$ cat src/cpuPkg.sv
// types and constants shared by the execution datapath
// uop is a 5-bit code since its 17 values with nop do not fit in 4 bits
// status layout is NV-BDIZC, I and B always read 0 and bit 5 always reads 1
package cpuPkg;

    // micro-operations taken on the opValid strobe
    typedef enum logic [4:0] {
        uopNop,
        uopAdc,
        uopSbc,
        uopAnd,
        uopEor,
        uopOra,
        uopLsr,
        uopLda,
        uopLdr,
        uopTar,
        uopTra,
        uopInr,
        uopDer,
        uopSec,
        uopClc,
        uopSed,
        uopCld
    } uopE;

    // index register select, value 3 addresses no register
    typedef enum logic [1:0] {
        regX,
        regY,
        regS
    } regSelE;

    // function picked inside the ALU
    typedef enum logic [2:0] {
        aluSum,
        aluAnd,
        aluEor,
        aluOra,
        aluLsr
    } aluFuncE;

    // source of the byte that is written and reported
    typedef enum logic [2:0] {
        selAlu,
        selOperand,
        selIndexValue,
        selIndexNext,
        selStatus
    } resultSelE;

    localparam int numIndexRegs = 3;
    // X, Y, S in regSelE order
    localparam logic [7:0] indexResetValues [numIndexRegs] = '{8'h00, 8'h00, 8'hFF};

    localparam int statusC = 0;
    localparam int statusZ = 1;
    localparam int statusD = 3;
    localparam int statusV = 6;
    localparam int statusN = 7;
    localparam logic [7:0] statusResetValue = 8'h20;

endpackage

$ cat src/aluCore.sv
// 8-bit ALU: add with carry, AND, EOR, OR and right shift of A
// subtract arrives as an add of the inverted operand from the decoder
// halfCarry and overflow are only meaningful for the sum
`timescale 1ns/1ns

module aluCore import cpuPkg::*; (
    input  logic [7:0] a,
    input  logic [7:0] b,
    input  logic       carryIn,
    input  aluFuncE    aluFunc,
    output logic [7:0] binSum,
    output logic       halfCarry,
    output logic       carryOut,
    output logic       overflow
);

    always_comb begin
        binSum    = 8'h00;
        halfCarry = 1'b0;
        carryOut  = 1'b0;
        overflow  = 1'b0;
        case (aluFunc)
            aluSum: begin
                // low nibble first so the half carry is available to BCD adjust
                {halfCarry, binSum[3:0]} = {1'b0, a[3:0]} + {1'b0, b[3:0]}
                                           + {4'b0000, carryIn};
                {carryOut, binSum[7:4]} = {1'b0, a[7:4]} + {1'b0, b[7:4]}
                                          + {4'b0000, halfCarry};
                // same-sign inputs giving a different-sign sum
                overflow = (a[7] == b[7]) && (binSum[7] != a[7]);
            end
            aluAnd: begin
                binSum = a & b;
            end
            aluEor: begin
                binSum = a ^ b;
            end
            aluOra: begin
                binSum = a | b;
            end
            aluLsr: begin
                // bit 0 falls out into the carry
                binSum   = {1'b0, a[7:1]};
                carryOut = a[0];
            end
            default: begin
                binSum = a;
            end
        endcase
    end

endmodule

$ cat src/decimalAdjust.sv
// BCD correction of the adder output
// results are only valid BCD when both inputs were valid BCD
// with decimalEn low the sum and carry pass through untouched
`timescale 1ns/1ns

module decimalAdjust (
    input  logic [7:0] binSum,
    input  logic       halfCarry,
    input  logic       carryOut,
    input  logic       subtract,
    input  logic       decimalEn,
    output logic [7:0] adjusted,
    output logic       adjCarry
);

    logic       lowFix;
    logic       highFix;
    logic [8:0] lowAdj;

    always_comb begin
        lowFix   = 1'b0;
        highFix  = 1'b0;
        lowAdj   = {1'b0, binSum};
        adjusted = binSum;
        adjCarry = carryOut;
        if (decimalEn && !subtract) begin
            // low digit over 9 or a nibble carry
            lowFix = (binSum[3:0] > 4'd9) || halfCarry;
            lowAdj = {1'b0, binSum} + (lowFix ? 9'h006 : 9'h000);
            // high digit checked after the low fix has rippled in
            highFix  = (lowAdj[8:4] > 5'd9) || carryOut;
            adjusted = lowAdj[7:0] + (highFix ? 8'h60 : 8'h00);
            adjCarry = highFix;
        end else if (decimalEn) begin
            // a missing carry out of a digit means that digit borrowed
            adjusted = binSum - (halfCarry ? 8'h00 : 8'h06) - (carryOut ? 8'h00 : 8'h60);
        end
    end

endmodule

$ cat src/execDatapath.sv
// 6502-style execution datapath without fetch, addressing or bus
// one micro-operation per phi2 cycle, result reported one cycle later
// no back-pressure, opValid is a single-cycle strobe
`timescale 1ns/1ns

module execDatapath import cpuPkg::*; (
    input  logic       phi2,
    input  logic       rstN,
    input  logic       opValid,
    input  uopE        uop,
    input  regSelE     regSel,
    input  logic [7:0] operand,
    output logic [7:0] accum,
    output logic [7:0] xValue,
    output logic [7:0] yValue,
    output logic [7:0] sValue,
    output logic [7:0] status,
    output logic [7:0] result,
    output logic       resultValid
);

    aluFuncE                 aluFunc;
    logic [7:0]              aluB;
    logic                    carryIn;
    logic                    subtract;
    logic                    decimalEn;
    logic [numIndexRegs-1:0] loadEn;
    logic [numIndexRegs-1:0] incEn;
    logic [numIndexRegs-1:0] decEn;
    logic [7:0]              loadData;
    logic                    accWrite;
    resultSelE               resultSel;
    logic                    nzUpdate;
    logic [1:0]              cvUpdate;
    logic                    flagSetC;
    logic                    flagClrC;
    logic                    flagSetD;
    logic                    flagClrD;
    logic                    opDone;
    logic [7:0]              indexValues [numIndexRegs];
    logic [7:0]              indexNext [numIndexRegs];
    logic [7:0]              binSum;
    logic                    halfCarry;
    logic                    carryOut;
    logic                    overflow;
    logic [7:0]              adjusted;
    logic                    adjCarry;

    opDecoder opDecoder_i (
        .opValid(opValid), .uop(uop), .regSel(regSel), .operand(operand),
        .accum(accum), .carryFlag(status[statusC]), .decimalFlag(status[statusD]),
        .aluFunc(aluFunc), .aluB(aluB), .carryIn(carryIn), .subtract(subtract),
        .decimalEn(decimalEn), .loadEn(loadEn), .incEn(incEn), .decEn(decEn),
        .loadData(loadData), .accWrite(accWrite), .resultSel(resultSel),
        .nzUpdate(nzUpdate), .cvUpdate(cvUpdate), .flagSetC(flagSetC),
        .flagClrC(flagClrC), .flagSetD(flagSetD), .flagClrD(flagClrD), .opDone(opDone)
    );

    // X, Y and S differ only in their reset value
    for (genvar i = 0; i < numIndexRegs; i++) begin : gIndex
        indexRegister #(.resetValue(indexResetValues[i])) indexRegister_i (
            .phi2(phi2), .rstN(rstN), .loadEn(loadEn[i]), .incEn(incEn[i]),
            .decEn(decEn[i]), .loadData(loadData),
            .value(indexValues[i]), .nextValue(indexNext[i])
        );
    end

    aluCore aluCore_i (
        .a(accum), .b(aluB), .carryIn(carryIn), .aluFunc(aluFunc),
        .binSum(binSum), .halfCarry(halfCarry), .carryOut(carryOut), .overflow(overflow)
    );

    decimalAdjust decimalAdjust_i (
        .binSum(binSum), .halfCarry(halfCarry), .carryOut(carryOut), .subtract(subtract),
        .decimalEn(decimalEn), .adjusted(adjusted), .adjCarry(adjCarry)
    );

    resultWriteback resultWriteback_i (
        .phi2(phi2), .rstN(rstN), .opDone(opDone), .accWrite(accWrite),
        .resultSel(resultSel), .nzUpdate(nzUpdate), .cvUpdate(cvUpdate),
        .flagSetC(flagSetC), .flagClrC(flagClrC), .flagSetD(flagSetD), .flagClrD(flagClrD),
        .adjusted(adjusted), .adjCarry(adjCarry), .overflow(overflow), .operand(operand),
        .indexValues(indexValues), .indexNext(indexNext), .regSel(regSel),
        .accum(accum), .status(status), .result(result), .resultValid(resultValid)
    );

    assign xValue = indexValues[regX];
    assign yValue = indexValues[regY];
    assign sValue = indexValues[regS];

endmodule

$ cat src/indexRegister.sv
// one 8-bit index register cell, used for X, Y and S
// increment and decrement wrap around, strobes must not overlap
`timescale 1ns/1ns

module indexRegister #(
    parameter logic [7:0] resetValue = 8'h00
) (
    input  logic       phi2,
    input  logic       rstN,
    input  logic       loadEn,
    input  logic       incEn,
    input  logic       decEn,
    input  logic [7:0] loadData,
    output logic [7:0] value,
    output logic [7:0] nextValue
);

    // next value is visible before the edge so writeback can report it
    always_comb begin
        if (loadEn) begin
            nextValue = loadData;
        end else if (incEn) begin
            nextValue = value + 8'd1;
        end else if (decEn) begin
            nextValue = value - 8'd1;
        end else begin
            nextValue = value;
        end
    end

    always_ff @(posedge phi2) begin
        if (!rstN) begin
            value <= resetValue;
        end else begin
            value <= nextValue;
        end
    end

    // decoder and cell agree on a single action per edge
    strobeExclusive: assert property (
        @(posedge phi2) disable iff (!rstN) $onehot0({loadEn, incEn, decEn})
    ) else $error("indexRegister: overlapping strobes");

endmodule

$ cat src/opDecoder.sv
// turns one micro-operation into datapath controls, purely combinational
// every strobe is qualified by opValid, controls that only steer muxes are not
// index operations aimed at S leave N and Z alone
`timescale 1ns/1ns

module opDecoder import cpuPkg::*; (
    input  logic                    opValid,
    input  uopE                     uop,
    input  regSelE                  regSel,
    input  logic [7:0]              operand,
    input  logic [7:0]              accum,
    input  logic                    carryFlag,
    input  logic                    decimalFlag,
    output aluFuncE                 aluFunc,
    output logic [7:0]              aluB,
    output logic                    carryIn,
    output logic                    subtract,
    output logic                    decimalEn,
    output logic [numIndexRegs-1:0] loadEn,
    output logic [numIndexRegs-1:0] incEn,
    output logic [numIndexRegs-1:0] decEn,
    output logic [7:0]              loadData,
    output logic                    accWrite,
    output resultSelE               resultSel,
    output logic                    nzUpdate,
    output logic [1:0]              cvUpdate,
    output logic                    flagSetC,
    output logic                    flagClrC,
    output logic                    flagSetD,
    output logic                    flagClrD,
    output logic                    opDone
);

    logic isArith;
    logic isLogic;
    logic indexWrite;

    assign isArith    = (uop == uopAdc) || (uop == uopSbc);
    assign isLogic    = uop inside {uopAnd, uopEor, uopOra, uopLsr};
    assign indexWrite = uop inside {uopLdr, uopTar, uopInr, uopDer};

    // sbc is an add of the inverted operand, carry acts as not-borrow
    assign subtract  = (uop == uopSbc);
    assign aluB      = subtract ? ~operand : operand;
    assign carryIn   = isArith & carryFlag;
    assign decimalEn = isArith & decimalFlag;
    // tar copies A into the cell, ldr takes the operand
    assign loadData  = (uop == uopTar) ? accum : operand;

    always_comb begin
        case (uop)
            uopAnd:  aluFunc = aluAnd;
            uopEor:  aluFunc = aluEor;
            uopOra:  aluFunc = aluOra;
            uopLsr:  aluFunc = aluLsr;
            default: aluFunc = aluSum;
        endcase
    end

    always_comb begin
        case (uop)
            uopLda:                         resultSel = selOperand;
            uopTra:                         resultSel = selIndexValue;
            uopLdr, uopTar, uopInr, uopDer: resultSel = selIndexNext;
            uopSec, uopClc, uopSed, uopCld: resultSel = selStatus;
            default:                        resultSel = selAlu;
        endcase
    end

    // one strobe per cell, only the addressed cell sees it
    always_comb begin
        logic hit;
        for (int i = 0; i < numIndexRegs; i++) begin
            hit       = opValid && (regSel == regSelE'(i));
            loadEn[i] = hit && ((uop == uopLdr) || (uop == uopTar));
            incEn[i]  = hit && (uop == uopInr);
            decEn[i]  = hit && (uop == uopDer);
        end
    end

    assign opDone   = opValid && (uop != uopNop);
    assign accWrite = opValid && (isArith || isLogic || (uop == uopLda) || (uop == uopTra));
    assign nzUpdate = opValid && (isArith || isLogic || (uop == uopLda) || (uop == uopTra)
                      || (indexWrite && (regSel != regS)));
    // bit 0 enables C, bit 1 enables V, lsr moves C only
    assign cvUpdate = {opValid && isArith, opValid && (isArith || (uop == uopLsr))};

    assign flagSetC = opValid && (uop == uopSec);
    assign flagClrC = opValid && (uop == uopClc);
    assign flagSetD = opValid && (uop == uopSed);
    assign flagClrD = opValid && (uop == uopCld);

endmodule

$ cat src/resultWriteback.sv
// accumulator, status register and the reported result
// result and resultValid appear one cycle after the opDone strobe
// bits 2 and 4 of status read 0 and bit 5 reads 1 at all times
`timescale 1ns/1ns

module resultWriteback import cpuPkg::*; (
    input  logic       phi2,
    input  logic       rstN,
    input  logic       opDone,
    input  logic       accWrite,
    input  resultSelE  resultSel,
    input  logic       nzUpdate,
    input  logic [1:0] cvUpdate,
    input  logic       flagSetC,
    input  logic       flagClrC,
    input  logic       flagSetD,
    input  logic       flagClrD,
    input  logic [7:0] adjusted,
    input  logic       adjCarry,
    input  logic       overflow,
    input  logic [7:0] operand,
    input  logic [7:0] indexValues [numIndexRegs],
    input  logic [7:0] indexNext [numIndexRegs],
    input  regSelE     regSel,
    output logic [7:0] accum,
    output logic [7:0] status,
    output logic [7:0] result,
    output logic       resultValid
);

    logic [7:0] pickedValue;
    logic [7:0] pickedNext;
    logic [7:0] flagStatus;
    logic [7:0] resultByte;
    logic [7:0] statusNext;

    // addressed cell, zero when regSel points at no register
    always_comb begin
        pickedValue = 8'h00;
        pickedNext  = 8'h00;
        for (int i = 0; i < numIndexRegs; i++) begin
            if (regSel == regSelE'(i)) begin
                pickedValue = indexValues[i];
                pickedNext  = indexNext[i];
            end
        end
    end

    // explicit flag ops first, their byte is the reported result
    always_comb begin
        flagStatus = status;
        if (flagSetC) begin
            flagStatus[statusC] = 1'b1;
        end
        if (flagClrC) begin
            flagStatus[statusC] = 1'b0;
        end
        if (flagSetD) begin
            flagStatus[statusD] = 1'b1;
        end
        if (flagClrD) begin
            flagStatus[statusD] = 1'b0;
        end
    end

    always_comb begin
        case (resultSel)
            selOperand:    resultByte = operand;
            selIndexValue: resultByte = pickedValue;
            selIndexNext:  resultByte = pickedNext;
            selStatus:     resultByte = flagStatus;
            default:       resultByte = adjusted;
        endcase
    end

    always_comb begin
        statusNext = flagStatus;
        if (nzUpdate) begin
            statusNext[statusN] = resultByte[7];
            statusNext[statusZ] = (resultByte == 8'h00);
        end
        if (cvUpdate[0]) begin
            statusNext[statusC] = adjCarry;
        end
        if (cvUpdate[1]) begin
            statusNext[statusV] = overflow;
        end
        // I and B unimplemented, bit 5 tied high
        statusNext[2] = 1'b0;
        statusNext[4] = 1'b0;
        statusNext[5] = 1'b1;
    end

    always_ff @(posedge phi2) begin
        if (!rstN) begin
            accum       <= 8'h00;
            status      <= statusResetValue;
            resultValid <= 1'b0;
        end else begin
            if (accWrite) begin
                accum <= resultByte;
            end
            if (opDone) begin
                status <= statusNext;
            end
            resultValid <= opDone;
        end
    end

    // byte of the latest operation, reported with the pulse
    always_ff @(posedge phi2) begin
        if (opDone) begin
            result <= resultByte;
        end
    end

    // an index result needs a cell that exists
    indexSelValid: assert property (
        @(posedge phi2) disable iff (!rstN)
        (opDone && (resultSel inside {selIndexValue, selIndexNext}))
            |-> (int'(regSel) < numIndexRegs)
    ) else $error("resultWriteback: index result from a missing register");

endmodule
$ cat config.mk
export PLATFORM = sky130hd
export DESIGN_NAME = execDatapath
export DESIGN_NICKNAME = d
export VERILOG_FILES = /design/src/cpuPkg.sv /design/src/aluCore.sv /design/src/decimalAdjust.sv /design/src/execDatapath.sv /design/src/indexRegister.sv /design/src/opDecoder.sv /design/src/resultWriteback.sv
export SDC_FILE = /design/constraint.sdc
export NUM_CORES = 1
export LEC_CHECK = 0
export CAP_MARGIN = 10
export CORE_MARGIN = 8
export CORE_UTILIZATION = 30
export CTS_CLUSTER_DIAMETER = 50
export DETAILED_ROUTE_END_ITERATION = 10
export DONT_BUFFER_PORTS = 1
export GPL_ROUTABILITY_DRIVEN = 1
export MAX_ROUTING_LAYER = met4
export PLACE_DENSITY = 0.48
export SLEW_MARGIN = 20
export SYNTH_ARGS = -nofsm -noshare
export SYNTH_HDL_FRONTEND = slang
export SYNTH_HIERARCHICAL = 1
export SYNTH_SLANG_ARGS = --single-unit
$ cat constraint.sdc
create_clock -name phi2 -period 14.1 [get_ports phi2]
set_clock_uncertainty 0.15 [all_clocks]
set_input_delay 1.41 -clock phi2 [delete_from_list [all_inputs] [get_ports phi2]]
set_output_delay 1.41 -clock phi2 [all_outputs]
set_load 0.05 [all_outputs]
==> impl_metrics.tcl <==
set metrics [dict create \
    worstMarginPinSlew_ns 1.05 \
    worstPathRequired_ns 14.17 \
    r2r-start "resultWriteback_i/accum[0]" \
    end_kind "flip-flop" \
    grt_overflow 0 \
    postCtsSetupBuffers 0 \
    drv_cap 0 \
    ys_seq_area_share_pct 16.9 \
    ys.flop_type "dfxtp_1" \
    yosysTopAreaCellShare_pct 12.9 \
    rows 51 \
    io_buffer_count 0 \
    cts_hold_buf 0 \
    clkPwrFrac_pct 29.9 \
    yosys_warnings 6 \
    via_count 5312 \
    clock-sinks 46 \
    synthCells 739 \
    dpl.hpwl_um 14900 \
    coreArea_sq_um 19400 \
    area_delta_synth_final_pct 3.83 \
    vias_per_cell 5.48 \
    die_y_um 156 \
    setup_violations 0 \
    p_comb_share_pct 33.8 \
    synth-seq-cells 46 \
    p_seq_share_pct 36.4 \
    synthesis.area_sq_um 5910 \
    antenna_found_initial 0 \
    slew_violations 0 \
    critPathSlowestCell "or4_1" \
    crit_path_start_kind "input port" \
    design.die.area_sq_um 24400 \
    clk_path_buf_depth 2 \
    synthTopCellsByArea "dfxtp_1, ha_1, edfxtp_1, mux2i_1, nor2_1" \
    drc 0 \
    min_period_over_period_pct 62.2 \
    grt_usage_pct 16.0 \
    path_class "input port to flip-flop" \
    tritoncts "built" \
    p_leak_nw 2.39 \
    dp_cells 962 \
    power_density_nw_per_um2 75.0 \
    status "complete, no violations" \
    cp_top_family "simple AND/OR/NAND/NOR gates" \
    critical_path.startpoint "uop[4]" \
    synthDistinctLibCells 97 \
    synth_async_sr_flop_share_pct 0 \
    diodes 0 \
    synth_edf_count 8 \
    drt_first_iter_violations 420 \
    die_w_um 156 \
    instances_no_fill 970 \
    ant_nets 0 \
    finalHoldViolations 0 \
    tns_ns 0 \
    clock_latency_ns 0.29 \
    cp_max_fo 9 \
    grt_max_degree 38 \
    clk_pin_slew_worst_paths_ns 0.07 \
    initial_core_util_pct 30.4 \
    htree_levels 2 \
    grt_setup_unrepaired "false" \
    yosysMostFrequentCell "nor2_1" \
    dr.pass1.iters 5 \
    cpPeakStageDelay_ns 0.56 \
    routedWlPerCell_um 19.8 \
    cp_common_cell "fa_1" \
    path_buf_inv 2 \
    clock-root-buffer "clkbuf_16" \
    switchingPower_mw 0.172 \
    arrival_ns 8.83 \
    min_from "resultWriteback_i/status[0]" \
    min_period_ns 8.77 \
    max_freq_ghz 0.114 \
    wl_um 19200 \
    power.internal_mw 0.288 \
    post_cts_resized 0 \
    final_net_count 765 \
    num_io_pins 67 \
    gp_congestion 0.820 \
    synth_top_cell_by_area "dfxtp_1" \
    hold_path_class "flip-flop to flip-flop" \
    syn_avg_cell_area_sq_um 7.99 \
    layout-drive-gt1-share_pct 12.2 \
    grt_pass1_vias 5042 \
    synthTopCellsByCount "nor2_1, inv_1, nand2_1" \
    switching_share_pct 37.3 \
    grt_pass1_wl_um 29700 \
    vdd_drop_max_v 0.0000449 \
    relSlewSlack_pct 29.6 \
    cts_buffers 5 \
]
==> stage by stage <==
stage	setup WS (ns)	power, mW	area [sq um]	hold WS, ns	utilization (%)
6_report	5.33	0.460	6130	0.587	31.6
5_1_grt	4.69	0.488	6130	0.613	31.6
4_1_cts	5.32	0.464	6130	0.603	31.6
3_5_place_dp	5.04	0.325	5970	0.591	30.8
3_3_place_gp	5.16	0.326	5970	0.588	30.8
2_1_floorplan	5.90	0.297	5910	0.303	-
==> layout make-up <==
| cell class | count | area [sq um] |
|---|---|---|
| Clock buffer | 5 | 125 |
| Clock inverter | 3 | 40.0 |
| Fill cell | 2127 | 13300 |
| Inverter | 58 | 218 |
| Multi-Input combinational cell | 587 | 4370 |
| Sequential cell | 46 | 1000 |
| Tap cell | 265 | 332 |
| Timing Repair Buffer | 6 | 45.0 |
==> flip-flops by register name (all words and copies together), names as in the netlist <==
signal and cells:
resultWriteback_i/accum 8, resultWriteback_i/status 5, resultWriteback_i/result 8, gIndex.indexRegister_i/value 24, resultWriteback_i/resultValid 1
==> cells in the final DEF, fill, tap and decap left out, drive strengths merged, types with 7 or more instances in the layout <==
cell type,netlist,final
a211oi,9,9
a21oi,35,35
a22oi,9,9
a31oi,8,8
and2,11,11
and3,15,15
dfxtp,38,38
edfxtp,8,8
ha,37,37
inv,57,57
mux2,22,22
mux2i,23,23
nand2,57,57
nand2b,13,13
nand3,32,32
nand3b,10,10
nor2,58,58
nor2b,16,16
nor3,15,15
nor4,8,8
o211ai,19,19
o21ai,33,33
o22ai,7,7
or4,11,11
xnor2,22,22
==> power groups by stage <==
stage               Sequential (mW)  Clock [mW]  Combinational (mW)
floorplan                     0.167           0               0.130
global route                  0.168       0.146               0.174
detailed placement            0.171           0               0.154
global placement              0.171           0               0.155
CTS                           0.168       0.142               0.155
finish                        0.167       0.137               0.155
==> cell families (layout without fill, tap and decap cells) <==
| logic type | count (synthesis) | count (layout) | share of synthesized area, % |
|---|---|---|---|
| AO/OA/AOI/OAI | 187 | 187 | 23.3 |
| XOR/XNOR | 28 | 28 | 4.15 |
| adder cells (fa/ha/maj) | 43 | 43 | 9.87 |
| buffers and inverters | 107 | 72 | 9.28 |
| flip-flops | 46 | 46 | 16.9 |
| multiplexers | 48 | 48 | 9.62 |
| other | 2 | 3 | 0.127 |
| AND/OR/NAND/NOR | 278 | 278 | 26.7 |
==> layer usage <==
| metal | track usage, % | vias up | wire, um |
|---|---|---|---|
| li1 | - | 2641 | - |
| met1 | 19.8 | 2511 | 8680 |
| met2 | 26.0 | 139 | 8830 |
| met3 | 4.03 | 21 | 1400 |
| met4 | 2.93 | 0 | 263 |
| met5 | - | - | 0 |
==> worst paths after layout <==
check	to	slack, ns	depth (start not counted)
hold reg to reg	resultWriteback_i/status[0]	0.59	2
setup reg to reg	resultWriteback_i/status[1]	6.68	28
setup / recovery	resultWriteback_i/status[1]	5.33	30
hold / removal	resultWriteback_i/status[0]	0.59	2
==> worst min-delay path, delay by kind of cell, from the launching register on <==
family | cells | cell delay [ns]
DFF | 1 | 0.51
AOI/OAI and AO/OA | 1 | 0.06
buffers and inverters | 1 | 0.12
(Power assumes the default switching activity.)
